`config.mk`:
```
export PLATFORM = sky130hd
export DESIGN_NAME = power_correlator
export DESIGN_NICKNAME = d
export VERILOG_FILES = /design/src/hdl/corr_pkg.sv /design/src/hdl/power_correlator.sv
export SDC_FILE = /design/constraint.sdc
export NUM_CORES = 2
export LEC_CHECK = 0
export ABC_AREA = 0
export BUFFER_PORTS_ARGS = -buffer_cell sky130_fd_sc_hd__buf_2
export CORE_ASPECT_RATIO = 1.1
export CORE_UTILIZATION = 50
export DETAILED_ROUTE_END_ITERATION = 7
export HOLD_SLACK_MARGIN = 0.1
export PLACE_DENSITY = 0.69
export RECOVER_POWER = 100
export SLEW_MARGIN = 20
export SYNTH_ARGS = -nofsm -noshare
export SYNTH_HDL_FRONTEND = slang
export SYNTH_SLANG_ARGS = --single-unit
export TNS_END_PERCENT = 10
```
`constraint.sdc`:
```
create_clock -name data_clk_div -period 6.98 [get_ports data_clk_div]
set_clock_uncertainty 0.2 [all_clocks]
set_input_delay 0.349 -clock data_clk_div [delete_from_list [all_inputs] [get_ports data_clk_div]]
set_output_delay 0.349 -clock data_clk_div [all_outputs]
set_load 0.03 [all_outputs]
```
`src/hdl/corr_pkg.sv`:
```
/* correlator package
   shared widths, bus structs, address map and state encodings */
`default_nettype none

package corr_pkg;

	localparam int ACC_WIDTH = 32; // sums wrap modulo 2**32

	// offset binary, sample in bits 15:2
	typedef struct packed {
		logic [15:0] ch0;
		logic [15:0] ch1;
	} adc_raw_t;

	typedef logic signed [13:0] sample_t;

	typedef struct packed {
		logic [ACC_WIDTH-1:0] aa;
		logic [ACC_WIDTH-1:0] bb;
		logic [ACC_WIDTH-1:0] ab;
	} corr_result_t;

	typedef struct packed {
		logic        capture_en;
		logic        corr_en;
		logic [15:0] acc_len;
	} ctrl_t;

	typedef struct packed {
		logic        psel;
		logic        penable;
		logic        pwrite;
		logic [11:0] paddr;
		logic [31:0] pwdata;
	} apb_req_t;

	typedef struct packed {
		logic [31:0] prdata;
		logic        pready;
		logic        pslverr;
	} apb_rsp_t;

	// register addresses, buffers decoded on paddr[11:10]
	localparam logic [11:0] ADDR_CTRL    = 12'h000;
	localparam logic [11:0] ADDR_ACC_LEN = 12'h004;
	localparam logic [11:0] ADDR_STATUS  = 12'h008;

	typedef enum logic [2:0] {
		REG_CTRL,
		REG_ACC_LEN,
		REG_STATUS,
		SEL_SNAPSHOT,
		SEL_RESULT,
		SEL_NONE
	} reg_sel_e;

	typedef enum logic [1:0] {
		CAP_IDLE,
		CAP_FILL,
		CAP_DONE
	} capture_state_e;

endpackage

`default_nettype wire

```
`src/hdl/power_correlator.sv`:
```
/* zero-lag power correlator
   converts both channels to signed and sums x0*x0, x1*x1 and x0*x1 over acc_len samples */
`default_nettype none

module power_correlator (
	input  wire                        data_clk_div,
	input  wire                        reset,
	input  wire                        corr_en,
	input  wire [15:0]                 acc_len,
	input  wire corr_pkg::adc_raw_t    adc_in,
	input  wire                        adc_valid,
	output corr_pkg::corr_result_t     result,
	output logic                       result_valid
);

	localparam int W = corr_pkg::ACC_WIDTH;

	corr_pkg::sample_t x0;
	corr_pkg::sample_t x1;

	// stage 1, registered products
	logic signed [W-1:0] p_aa;
	logic signed [W-1:0] p_bb;
	logic signed [W-1:0] p_ab;
	logic p_valid;

	// stage 2, accumulators
	logic [W-1:0] acc_aa;
	logic [W-1:0] acc_bb;
	logic [W-1:0] acc_ab;
	logic [15:0] cnt;
	logic [15:0] last_cnt;
	logic group_end;

	// offset binary to two's complement
	assign x0 = {~adc_in.ch0[15], adc_in.ch0[14:2]};
	assign x1 = {~adc_in.ch1[15], adc_in.ch1[14:2]};

	assign last_cnt  = (acc_len == 16'd0) ? 16'd0 : acc_len - 16'd1; // 0 acts as 1
	assign group_end = corr_en & p_valid & (cnt >= last_cnt);

	always_ff @(posedge data_clk_div) begin
		p_aa <= x0 * x0;
		p_bb <= x1 * x1;
		p_ab <= x0 * x1;
	end

	always_ff @(posedge data_clk_div) begin
		if (reset)
			p_valid <= 1'b0;
		else
			p_valid <= adc_valid & corr_en;
	end

	always_ff @(posedge data_clk_div) begin
		if (reset) begin
			acc_aa       <= '0;
			acc_bb       <= '0;
			acc_ab       <= '0;
			cnt          <= '0;
			result_valid <= 1'b0;
		end else begin
			result_valid <= group_end;
			if (!corr_en || group_end) begin // drop partial group or restart
				acc_aa <= '0;
				acc_bb <= '0;
				acc_ab <= '0;
				cnt    <= '0;
			end else if (p_valid) begin
				acc_aa <= acc_aa + p_aa;
				acc_bb <= acc_bb + p_bb;
				acc_ab <= acc_ab + p_ab;
				cnt    <= cnt + 16'd1;
			end
		end
	end

	// final sums include the last product
	always_ff @(posedge data_clk_div) begin
		if (group_end) begin
			result.aa <= acc_aa + p_aa;
			result.bb <= acc_bb + p_bb;
			result.ab <= acc_ab + p_ab;
		end
	end

endmodule

`default_nettype wire

```
---- After elaboration in Yosys (flattened, before gate mapping) ----
Cells that the tools add are included.
word-level totals
  register bits ........................... 294
  bits of input ports ..................... 52
  output and inout bits ................... 97
cells by class
  add/sub/neg operators ................... 5
  $mul .................................... 3
  magnitude comparators ................... 1
  multiplexer cells ....................... 1
  bitwise gates (word level) .............. 5
  reduce and logical (&&, ||, !) cells .... 4
operators by type and width
  kind                     number
  $add A32 B32 Y32         3
  $mul A14 B14 Y28         3
  $add A16 B1 Y16 const B  1
  $ge A16 B16 Y1           1
  $logic_not A16 Y1        1
  $mux W16                 1
  $sub A16 B1 Y16 const B  1
  $and A1 B1 Y1            3
  $not A1 Y1               2
  $reduce_or A2 Y1         1
  $logic_not A1 Y1         1
  $logic_or A1 B1 Y1       1

---- Longest topological paths before layout ----
  word-level depth ........................ 6
  depth in mapped cells ................... 26

---- Worst setup path before layout ----
Ideal clock, no wire load.
  path kind ............................... input -> register
  start point ............................. input acc_len[7]
  end point ............................... register result[0] (netlist name), enable pin
  library setup time ...................... 0.552 ns
  arrival time ............................ 6.917 ns
  setup slack ............................. -0.689 ns
  cell stages on the path ................. 14
  cell sequence ........................... or4_1 nor4_1 nand2b_1 nor3_1 nand2_1 clkbuf_1 nand2_1 ha_1 o21ai_0 a211oi_1 o31a_1 a311oi_1 o21a_1 nor2_1
between the ends
  cells in the longest elaborated chain, start to end .. 4
RTL lines
  item                                                         RTL line                source
  start, declared                                              power_correlator.sv:9   input wire [15:0] acc_len,
  $sub A16 B1 Y16 / $logic_not A16 Y1 (equally long branches)  power_correlator.sv:39  assign last_cnt = (acc_len == 16'd0) ? 16'd0 : acc_len - 16'd1;
  $mux W16 *                                                   power_correlator.sv:39
  $ge A16 B16 Y1 *                                             power_correlator.sv:40  assign group_end = corr_en & p_valid & (cnt >= last_cnt);
  $and A1 B1 Y1 *                                              power_correlator.sv:40
  net group_end                                                power_correlator.sv:33  logic group_end;
  end, declared                                                power_correlator.sv:12  output corr_pkg::corr_result_t result,
The timed path passes the listed nets; every way through them passes the cells marked *.
A chain may end at the register's enable or synchronous reset.

---- Worst setup path after layout ----
  start point ............................. input adc_in[2] (netlist name)
  end point ............................... register, netlist name p_ab[27]
between the ends
  cells in the longest elaborated chain, start to end .. 1
RTL lines
  item              RTL line                source
  start, declared   power_correlator.sv:10  input wire corr_pkg::adc_raw_t adc_in,
  $mul A14 B14 Y28  power_correlator.sv:45  p_ab <= x0 * x1;
Every way passes these cells.

==> run_results.csv <==
group,metric,value,unit
worst_setup_path,cp_max_fo,8,
timing,tightest_slew,2.54,ns
finish,final_net_count,4739,
status,status,"finished with violations",
grt,met3_usage,0.0330,
timing,fin_crit,6.70,ns
synth,syn_nets,4593,
placed_design,dp_hpwl,62.2,mm
route,num_vias,25008,
placed_design,gp_congestion,0.872,
timing,rsz0062_at_grt,"no",
route,drcViolationCount,0,
clock_tree,clkTransAtPathRegs,0.06,ns
hold_path,min_path_type,"in -> reg",
status,violations,"capacitance limit, slew limit",
timing,timing.final.hold_violations,0,
die,rows,101,
grt,grt.met1_usage,0.302,
finish,drive_gt1_frac,0.0516,
grt,gr-usage-met2,0.381,
finish,regArea,6810,sq um
grt,grt_most_used_layer,"met2",
clock_tree,cts-htree-levels,2,
die,die_x,254,um
timing,drv_slew,210,
placed_design,portBuffers,144,
route,drt-total-wl,76.6,mm
timing,max_freq,0.149,GHz
grt,grt_pass1_vias,25670,
synth,ys_top_cells_by_count,"inv_1 (720), fa_1 (546), ha_1 (308)",
timing,post-route-period-util,0.959,
worst_setup_path,arrival,6.97,ns
synth,synthTopCellsByArea,"fa_1 (31%), dfxtp_1 (11%), ha_1 (11%), edfxtp_1 (8.2%), inv_1 (7.7%)",
die,ios,149,
die,core_area,69100,sq um
synth,yosys_most_used_dff,"dfxtp_1",
clock_tree,cts_buffer_depth,3,
clock_tree,root_buffer,"clkbuf_16",
die,die_area,71100,sq um
synth,synth_top_cell_area_share,0.312,
synth,ys_ff_latch,292,
timing,slew_headroom,-0.694,
synth,syn_area,35000,sq um
synth,avgSynthCellArea,9.50,sq um
synth,async_flop_share,0,
synth,synth_edf_count,96,
grt,grt_start_max_net_pins,113,
flow_run,maxCapViolations,2,
synth,synthCells,3687,
route,firstDrtPassIters,5,
timing,setup_tns,0,ns
route,wl_per_cell,16.0,um
route,detail_route.iter0.violations,1198,
synth,yosysTopAreaCell,"fa_1",
finish,fillers,6377,
worst_setup_path,cp-end-kind,"flop",
clock_tree,clock_latency,0.54,ns
die,initial_utilization,0.507,
finish,area_growth,8.80,%
worst_setup_path,path_class,"in -> reg",
worst_setup_path,required,7.25,ns
clock_tree,cts_tree,"yes",
route,viasPerCell,5.22,
clock_tree,numCtsBuffers,34,
grt,grt_pass1_wl,127,mm
die,die_height,280,um
grt,grtUsageTotal,0.224,
worst_setup_path,cp-start-kind,"input port",
synth,seq_area_frac_synth,0.194,
grt,overflow,0,
grt,antenna_found_initial,7,
route,postRouteAntennaNets,0,
synth,synthDistinctLibCells,69,
synth,synth_warnings,0,
finish,multi_input_area,25000,sq um
synth,yosysMostFrequentCell,"inv_1",
clock_tree,cts.sinks,292,
timing,finalSetupViolations,0,
-- worst paths after layout --
kind / to / depth (start not counted) / start / slack (ns)
max: p_ab[27] / 25 / adc_in[2] / 0.28
min: p_aa[3] / 3 / adc_in[19] / 0.14
max reg2reg: acc_ab[22] / 11 / cnt[0] / 2.25
min reg2reg: acc_ab[30] / 2 / acc_ab[30] / 0.27
-- sequential cells by signal, indices dropped and copies added, names as in the netlist --
| register | flops |
|---|---|
| acc_ab | 32 |
| p_valid | 1 |
| p_aa | 27 |
| p_bb | 27 |
| cnt | 16 |
| result_valid | 1 |
| result | 96 |
| acc_aa | 32 |
| p_ab | 28 |
| acc_bb | 32 |
-- cells by family (layout without fill, tap and decap cells) --
logic type	after synthesis	in the layout	synth area share
simple gates	927	927	0.126
fa+ha+maj	854	854	0.422
buf+inv	843	1014	0.0904
compound gates	471	471	0.0891
flops	292	292	0.194
xor+xnor	214	214	0.0535
mux	86	86	0.0248
other cells	0	2	0
-- layout by cell type (no fill, tap or decap), types with 25 or more instances in the layout --
master,n
inv_1,720
edfxtp_1,96
clkbuf_16,35
nand2b_1,25
and2_1,147
xnor2_1,146
and3_1,31
o21ai_0,63
xor2_1,68
a31oi_1,26
ha_1,308
dfxtp_1,195
nand2_1,270
buf_4,66
a21o_1,88
buf_2,45
fa_1,546
mux2i_1,81
a21oi_1,130
nor2_1,262
nor3_1,37
nand3_1,47
clkbuf_1,112
-- worst max-delay path, stage by stage --
cell and delay (ns):
dlygate4sd3_1 0.55, buf_2 0.22, and2_1 0.19, ha_1 0.27
inv_1 0.05, fa_1 0.54, inv_1 0.06, fa_1 0.50
inv_1 0.05, fa_1 0.52, inv_1 0.05, fa_1 0.47
inv_1 0.05, fa_1 0.47, inv_1 0.04, ha_1 0.28
a21o_1 0.18, a31oi_1 0.15, a21bo_2 0.27, a2111oi_1 0.62
or3_1 0.25, a31oi_1 0.15, a221o_1 0.34, a21oi_1 0.18
xnor2_1 0.14
-- per-layer routing --
| layer | vias to the layer above | wire length, um | share of wire |
|---|---|---|---|
| met2 | 480 | 36800 | 0.48 |
| met3 | 99 | 4210 | 0.055 |
| met4 | 12 | 1460 | 0.019 |
| li1 | 11967 | - | - |
| met5 | - | 73 | 0.00095 |
| met1 | 12450 | 34100 | 0.45 |
-- per-stage QoR --
step	instances	util	instance area (sq um)	worst slack [ns]	hold WS, ns
detailed placement	4719	0.537	37100	0.0220	0.261
global placement	4719	0.537	37100	0.0403	0.257
global route	4786	0.551	38100	0.00989	0.156
floorplan	3687	-	35000	0.395	0.177
finish	4787	0.551	38100	0.283	0.140
CTS	4785	0.554	38300	0.242	0.105
-- final cells by class --
type,count,share of cell area
Clock buffer,42,0.0242
Antenna cell,2,0.000131
Timing Repair Buffer,230,0.0325
Clock inverter,19,0.00516
Sequential cell,292,0.179
Multi-Input combinational cell,2552,0.657
Tap cell,927,0.0304
Inverter,723,0.0712
-- timing repair --
action                                 CTS  global route
hold buffers                             5             0
setup buffers                            0             0
resized for setup                        0             2
endpoints found under the hold margin    4             0
setup endpoints to repair                0             3
Power is not shown: default switching activity piles up to over one toggle a cycle in this logic, so the estimate is an artifact.
