**src/hdl/corr_pkg.sv**
```systemverilog
/* correlator package
   shared widths, bus structs, address map and state encodings */
`default_nettype none

package corr_pkg;

	localparam int ACC_WIDTH = 32; // sums wrap modulo 2**32

	// offset binary, sample in bits 15:2
	typedef struct packed {
		logic [15:0] ch0;
		logic [15:0] ch1;
	} adc_raw_t;

	typedef logic signed [13:0] sample_t;

	typedef struct packed {
		logic [ACC_WIDTH-1:0] aa;
		logic [ACC_WIDTH-1:0] bb;
		logic [ACC_WIDTH-1:0] ab;
	} corr_result_t;

	typedef struct packed {
		logic        capture_en;
		logic        corr_en;
		logic [15:0] acc_len;
	} ctrl_t;

	typedef struct packed {
		logic        psel;
		logic        penable;
		logic        pwrite;
		logic [11:0] paddr;
		logic [31:0] pwdata;
	} apb_req_t;

	typedef struct packed {
		logic [31:0] prdata;
		logic        pready;
		logic        pslverr;
	} apb_rsp_t;

	// register addresses, buffers decoded on paddr[11:10]
	localparam logic [11:0] ADDR_CTRL    = 12'h000;
	localparam logic [11:0] ADDR_ACC_LEN = 12'h004;
	localparam logic [11:0] ADDR_STATUS  = 12'h008;

	typedef enum logic [2:0] {
		REG_CTRL,
		REG_ACC_LEN,
		REG_STATUS,
		SEL_SNAPSHOT,
		SEL_RESULT,
		SEL_NONE
	} reg_sel_e;

	typedef enum logic [1:0] {
		CAP_IDLE,
		CAP_FILL,
		CAP_DONE
	} capture_state_e;

endpackage

`default_nettype wire

```
**src/hdl/apb_regs.sv**
```systemverilog
/* apb slave with control and status registers
   buffer reads take one wait state since both buffers read synchronously */
`default_nettype none

module apb_regs #(
	parameter int CAPTURE_DEPTH = 256,
	parameter int RESULT_DEPTH  = 16
) (
	input  wire                                  data_clk_div,
	input  wire                                  reset,
	input  wire corr_pkg::apb_req_t              apb_req,
	output corr_pkg::apb_rsp_t                   apb_rsp,
	output corr_pkg::ctrl_t                      ctrl,
	input  wire                                  capture_done,
	input  wire [7:0]                            result_count,
	output logic [$clog2(CAPTURE_DEPTH)-1:0]     snap_raddr,
	output logic                                 snap_re,
	input  wire corr_pkg::adc_raw_t              snap_rdata,
	output logic [$clog2(RESULT_DEPTH)+1:0]      res_raddr,
	output logic                                 res_re,
	input  wire [31:0]                           res_rdata
);

	localparam int SNAP_AW = $clog2(CAPTURE_DEPTH);
	localparam int RES_EW  = $clog2(RESULT_DEPTH);

	corr_pkg::reg_sel_e sel;
	logic access;
	logic buf_read;
	logic illegal;
	logic wait_q; // second access cycle of a buffer read
	logic wr_en;

	// address decode, unaligned addresses fall to SEL_NONE
	always_comb begin
		sel = corr_pkg::SEL_NONE;
		if (apb_req.paddr[1:0] == 2'b00) begin
			if (apb_req.paddr == corr_pkg::ADDR_CTRL)
				sel = corr_pkg::REG_CTRL;
			else if (apb_req.paddr == corr_pkg::ADDR_ACC_LEN)
				sel = corr_pkg::REG_ACC_LEN;
			else if (apb_req.paddr == corr_pkg::ADDR_STATUS)
				sel = corr_pkg::REG_STATUS;
			else if (apb_req.paddr[11:10] == 2'b01)
				sel = corr_pkg::SEL_SNAPSHOT;
			else if (apb_req.paddr[11:10] == 2'b10)
				sel = corr_pkg::SEL_RESULT;
		end
	end

	assign access   = apb_req.psel & apb_req.penable;
	assign buf_read = !apb_req.pwrite &&
		(sel == corr_pkg::SEL_SNAPSHOT || sel == corr_pkg::SEL_RESULT);
	assign illegal  = (sel == corr_pkg::SEL_NONE) || (apb_req.pwrite &&
		(sel == corr_pkg::REG_STATUS || sel == corr_pkg::SEL_SNAPSHOT ||
		sel == corr_pkg::SEL_RESULT));
	assign wr_en    = access & apb_req.pwrite & !illegal;

	always_ff @(posedge data_clk_div) begin
		if (reset)
			wait_q <= 1'b0;
		else
			wait_q <= access & buf_read & !wait_q;
	end

	// buffer read ports, issued in the first access cycle
	assign snap_re    = access & (sel == corr_pkg::SEL_SNAPSHOT) & !apb_req.pwrite & !wait_q;
	assign snap_raddr = apb_req.paddr[2 +: SNAP_AW];
	assign res_re     = access & (sel == corr_pkg::SEL_RESULT) & !apb_req.pwrite & !wait_q;
	assign res_raddr  = {apb_req.paddr[4 +: RES_EW], apb_req.paddr[3:2]}; // entry, word

	always_ff @(posedge data_clk_div) begin
		if (reset) begin
			ctrl.capture_en <= 1'b0;
			ctrl.corr_en    <= 1'b0;
			ctrl.acc_len    <= 16'd1;
		end else if (wr_en) begin
			if (sel == corr_pkg::REG_CTRL) begin
				ctrl.capture_en <= apb_req.pwdata[0];
				ctrl.corr_en    <= apb_req.pwdata[1];
			end
			if (sel == corr_pkg::REG_ACC_LEN)
				ctrl.acc_len <= apb_req.pwdata[15:0];
		end
	end

	always_comb begin
		apb_rsp.pready  = access & (!buf_read | wait_q);
		apb_rsp.pslverr = apb_rsp.pready & illegal;
		apb_rsp.prdata  = '0;
		if (!apb_req.pwrite) begin
			case (sel)
				corr_pkg::REG_CTRL:     apb_rsp.prdata = {30'd0, ctrl.corr_en, ctrl.capture_en};
				corr_pkg::REG_ACC_LEN:  apb_rsp.prdata = {16'd0, ctrl.acc_len};
				corr_pkg::REG_STATUS:   apb_rsp.prdata = {16'd0, result_count, 7'd0, capture_done};
				corr_pkg::SEL_SNAPSHOT: apb_rsp.prdata = snap_rdata;
				corr_pkg::SEL_RESULT:   apb_rsp.prdata = res_rdata;
				default:                apb_rsp.prdata = '0;
			endcase
		end
	end

endmodule

`default_nettype wire

```
**config.mk**
```make
export PLATFORM = sky130hd
export DESIGN_NAME = apb_regs
export DESIGN_NICKNAME = d
export VERILOG_FILES = /design/src/hdl/corr_pkg.sv /design/src/hdl/apb_regs.sv
export SDC_FILE = /design/constraint.sdc
export NUM_CORES = 1
export LEC_CHECK = 0
export ABC_CLOCK_PERIOD_IN_PS = 3400
export BUFFER_PORTS_ARGS = -buffer_cell sky130_fd_sc_hd__buf_4
export CAP_MARGIN = 20
export CELL_PAD_IN_SITES_DETAIL_PLACEMENT = 1
export CELL_PAD_IN_SITES_GLOBAL_PLACEMENT = 2
export CORE_MARGIN = 1
export CORE_UTILIZATION = 15
export CTS_BUF_LIST = sky130_fd_sc_hd__clkbuf_4 sky130_fd_sc_hd__clkbuf_8 sky130_fd_sc_hd__clkbuf_16
export DETAILED_ROUTE_END_ITERATION = 8
export GPL_TIMING_DRIVEN = 0
export HOLD_SLACK_MARGIN = 0.15
export PLACE_DENSITY_LB_ADDON = 0.1
export RECOVER_POWER = 50
export SLEW_MARGIN = 20
export SYNTH_ARGS = -nofsm -noshare
export SYNTH_HDL_FRONTEND = slang
export SYNTH_SLANG_ARGS = --single-unit
```
**constraint.sdc**
```tcl
create_clock -name data_clk_div -period 3.4 [get_ports data_clk_div]
set_input_delay 0.51 -clock data_clk_div [delete_from_list [all_inputs] [get_ports data_clk_div]]
set_output_delay 0.51 -clock data_clk_div [all_outputs]
set_load 0.02 [all_outputs]
```
# Word level (Yosys, flattened, before mapping)
# Cells that the tools add are included.
# Widths: inputs -> output; s select.
[classes]
n_eq_ne = 9
n_mux = 8
bitwise = 14
n_reduce_logical = 15
[op_table]
columns = ["op", "count"]
rows = [
  ["$pmux 32 s5", 1],
  ["$mux 32", 1],
  ["$mux 3", 5],
  ["$and 1x1->1", 13],
  ["$eq 12x3->1 const B", 1],
  ["$eq 12x4->1 const B", 1],
  ["$logic_not 12->1", 1],
  ["$eq 3x2->1 const B", 2],
  ["$eq 3x3->1 const B", 2],
  ["$logic_not 1->1", 4],
  ["$logic_or 1x1->1", 4],
  ["$reduce_and 2->1", 2],
  ["$eq 3x1->1 const B", 1],
  ["$logic_not 3->1", 1],
  ["$eq 2x1->1 const B", 1],
  ["$eq 2x2->1 const B", 1],
  ["$logic_and 1x1->1", 2],
  ["$logic_not 2->1", 1],
  ["$mux 1", 1],
  ["$or 1x1->1", 1],
]
[word_totals]
input_bits = 122
output_inout_bits = 68
ff_bits = 19
elab_cells = 50

# Depth between registers and ports, before layout
[logic_depth]
ltp_word = 15
depth_mapped = 6
mapped_depth_nobuf = 4

# Worst setup path before layout
# OpenSTA, ideal clock, no wires.
[synth_path]
path_type = "in2out"
from = "input apb_req[41] in the netlist's numbering"
to = "output apb_rsp[2] in the netlist's numbering"
arrival_ns = 2.278
required_time_ns = 2.890
path_buffers = 1
path_slack_ns = 0.612
cell_stages = 5
path_cell_list = "or4_1 > clkbuf_2 > nor4_2 > a22oi_1 > a21oi_1"
[synth_rtl]
columns = ["item", "line", "source"]
rows = [
  ["start, declared", "apb_regs.sv:11", "input wire corr_pkg::apb_req_t apb_req,"],
  ["end, declared", "apb_regs.sv:12", "output corr_pkg::apb_rsp_t apb_rsp,"],
]

==> flow_summary_export.csv <==
group,metric,value,unit
pwr,p_switching,163,uW
critical_path,crit_slowest_cell,"or4_1",
critical_path,path_max_fanout,10,
timing,hold_violations,0,
placed_design,place_inst,504,
placed_design,pre_cts_ws,0.0230,ns
global_route,grt_pass1_wl,11100,um
flow_run,cap_violations,0,
logic_synthesis,synth_ff_type,"dfxtp_1",
cts,htreeDepth,1,
min_path,hold_path.class,"input pin to register",
cts,cts_root_buf,"clkbuf_8",
logic_synthesis,muxShareOfSynthArea,13.2,%
timing,fin_hold_ws,0.469,ns
final_layout,drive_gt1_share,45.1,%
global_route,antenna_found_initial,0,
logic_synthesis,synth_area,1530,um2
floorplan,dieArea,10600,um2
logic_synthesis,synth-seq-cells,19,
critical_path,crit_chain,"clkbuf_4 -> or4_1 -> clkbuf_2 -> nor4_4 -> buf_2 -> a222oi_1 -> a21oi_1 -> buf_4",
timing,clock.fmax,318,MHz
logic_synthesis,synth_compound_area_share,24.2,%
logic_synthesis,synth_edf_count,0,
logic_synthesis,avgSynthCellArea,7.74,um2
route,first_pass_iters,4,
route,vias,2182,
outcome,outcome,"finished, final reports clean",
pwr,vdd.ir_drop.worst,138,uV
pwr,finalPower,578,uW
global_route,grt_pass1_vias,2147,
critical_path,worst_setup_path_start_kind,"input pin",
logic_synthesis,yosys_warnings,0,
timing,finalSetupViolCount,0,
cts,clock_latency,0.26,ns
logic_synthesis,synth_nets,320,
timing,min_period,3.14,ns
route,vias_per_cell,4.30,
route,drc,0,
logic_synthesis,synth_top_family_by_area,"simple AND/OR/NAND/NOR gates",
pwr,p_clk_share,29.5,%
global_route,grt_max_degree,13,
route,wl_per_cell,15.3,um
floorplan,start_util,15.6,%
timing,tns,0,ns
placed_design,placement.io_buffers,173,
final_layout,area_growth,90.9,%
floorplan,core-area,9820,um2
route,antenna_left,0,
final_layout,antenna_cells,0,
critical_path,endpoint_kind,"primary output",
floorplan,pin_count,190,
logic_synthesis,yosys.area_share.adder,0,%
logic_synthesis,synthXorXnorAreaFrac,0,%
floorplan,fp.dieH,103,um
timing,post-route-period-util,92.4,%
cts,cts_sinks,19,
pwr,p_int,415,uW
timing,finalMaxSlewViolations,0,
logic_synthesis,yosysUniqueCellTypes,33,
pwr,swShare,28.2,%
pwr,powerDensity,197,nW/um2
timing,worst_slack,0.259,ns
final_layout,fin_nets,498,
logic_synthesis,synth_top_area_share,24.8,%
logic_synthesis,synth_cells,198,
placed_design,hpwl,6240,um
logic_synthesis,synth_common_cells,"43 x nor2_1, 19 x dfxtp_1, 18 x mux2i_1, 17 x a22oi_1, 15 x a222oi_1",
placed_design,place_congestion,0.722,
timing,skew,0,ns
route,drt_iter0_markers,91,
pwr,pwr-share-seq,38.5,%
logic_synthesis,seq_area_frac_synth,24.8,%
route,totalWireLength,7770,um
global_route,grt_overflow,0,
cts,clkTransAtPathRegs,0.09,ns
critical_path,critPathMaxStageDelay,0.51,ns
logic_synthesis,synth_simple_gate_area_share,25.3,%
critical_path,arrival,2.63,ns
timing,rsz0062_at_grt,"false",
floorplan,die_w,103,um
cts,numCtsBuffers,3,
logic_synthesis,synth_most_common_cell,"nor2_1",
final_layout,instances_no_fill,508,
global_route,grt_use_total,13.5,%
critical_path,cp_data_required_time,2.89,ns
cts,cts_buffer_depth,2,
pwr,p_leak,1.21,nW
logic_synthesis,synthArstFlopShare,0,%
cts,cts_tree,"yes",
timing,max_slew_margin,28.1,%
critical_path,path_class,"input pin to primary output",
logic_synthesis,synth_area_leaders,"dfxtp_1 25%, mux2i_1 12%, nor2_1 11%",
timing,tightest_slew,1.07,ns
floorplan,rows,36,
logic_synthesis,synth_largest_area_cell,"dfxtp_1",
pwr,combPwrFrac,32.0,%
==> routing by layer <==
layer  share of wire [%]  GRT usage (%)  vias to the layer above
met5                   0              0                        -
met4                0.36           2.93                        0
met3                 7.7           2.71                        2
met2                  51           24.6                       97
met1                  40           16.4                     1008
li1                    -              -                     1075
==> cell type report <==
class	instances	area, um2
well taps	133	166
clock buffers	3	41.3
fillers	1268	6890
clock inverters	1	7.51
flip-flops and latches	19	380
plain buffers	32	178
inverters	2	7.51
multi-input cells	145	970
repair buffers	173	1170
==> worst paths after layout <==
path / start / endpoint / slack (ns) / depth (start not counted)
worst min register to register: ctrl[16] / ctrl[16] / 0.51 / 2
worst min-delay path: apb_req[0] / ctrl[0] / 0.47 / 3
worst max-delay path: apb_req[41] / apb_rsp[16] / 0.26 / 8
worst max register to register: wait_q / wait_q / 2.57 / 3
==> kinds of logic after synthesis <==
| group | count (synthesis) |
|---|---|
| compound gates | 47 |
| flops | 19 |
| simple gates | 78 |
| mux | 20 |
| buf+inv | 34 |
==> registers in the layout, summed over array words and instances (netlist names) <==
register,cells
ctrl,18
wait_q,1
==> through the flow <==
stage          util [%]  cell area [um2]
4_1_cts            31.1             3060
5_1_grt            29.8             2930
2_1_floorplan         -             1530
3_3_place_gp       30.5             3000
3_5_place_dp       30.6             3010
6_report           29.8             2930
==> power groups by stage <==
stage	logic (mW)	registers, mW	clock network, mW
final	0.185	0.222	0.170
after global routing	0.201	0.222	0.188
after CTS	0.196	0.222	0.180
after detailed placement	0.195	0.228	0
after global placement	0.191	0.228	0
after floorplan	0.0643	0.228	0
==> placed cells by master (no fill, tap or decap), types with 2 or more instances in the layout <==
cell type,n
nand2_1,10
or4_1,3
mux2i_1,18
inv_1,2
nand2b_1,7
mux2_2,2
clkbuf_1,47
a21oi_1,9
buf_2,2
a22oi_1,17
nor2_1,43
clkbuf_8,3
clkbuf_4,2
buf_4,152
nand3_1,2
a222oi_1,15
clkbuf_2,2
and2_1,2
nor2b_1,2
dfxtp_1,19
nor4_4,2
==> worst max-delay path, delay by kind of cell <==
family	cells	cell delay [ns]
simple gates	2	0.99
buf+inv	4	0.84
compound gates	2	0.28
==> what timing repair did <==
item,4_1_cts,5_1_grt
hold buffers,0,0
setup endpoints to repair,0,10
buffers inserted,0,0
resized for setup,0,1
Note: power is estimated with default switching activity, not from simulation.
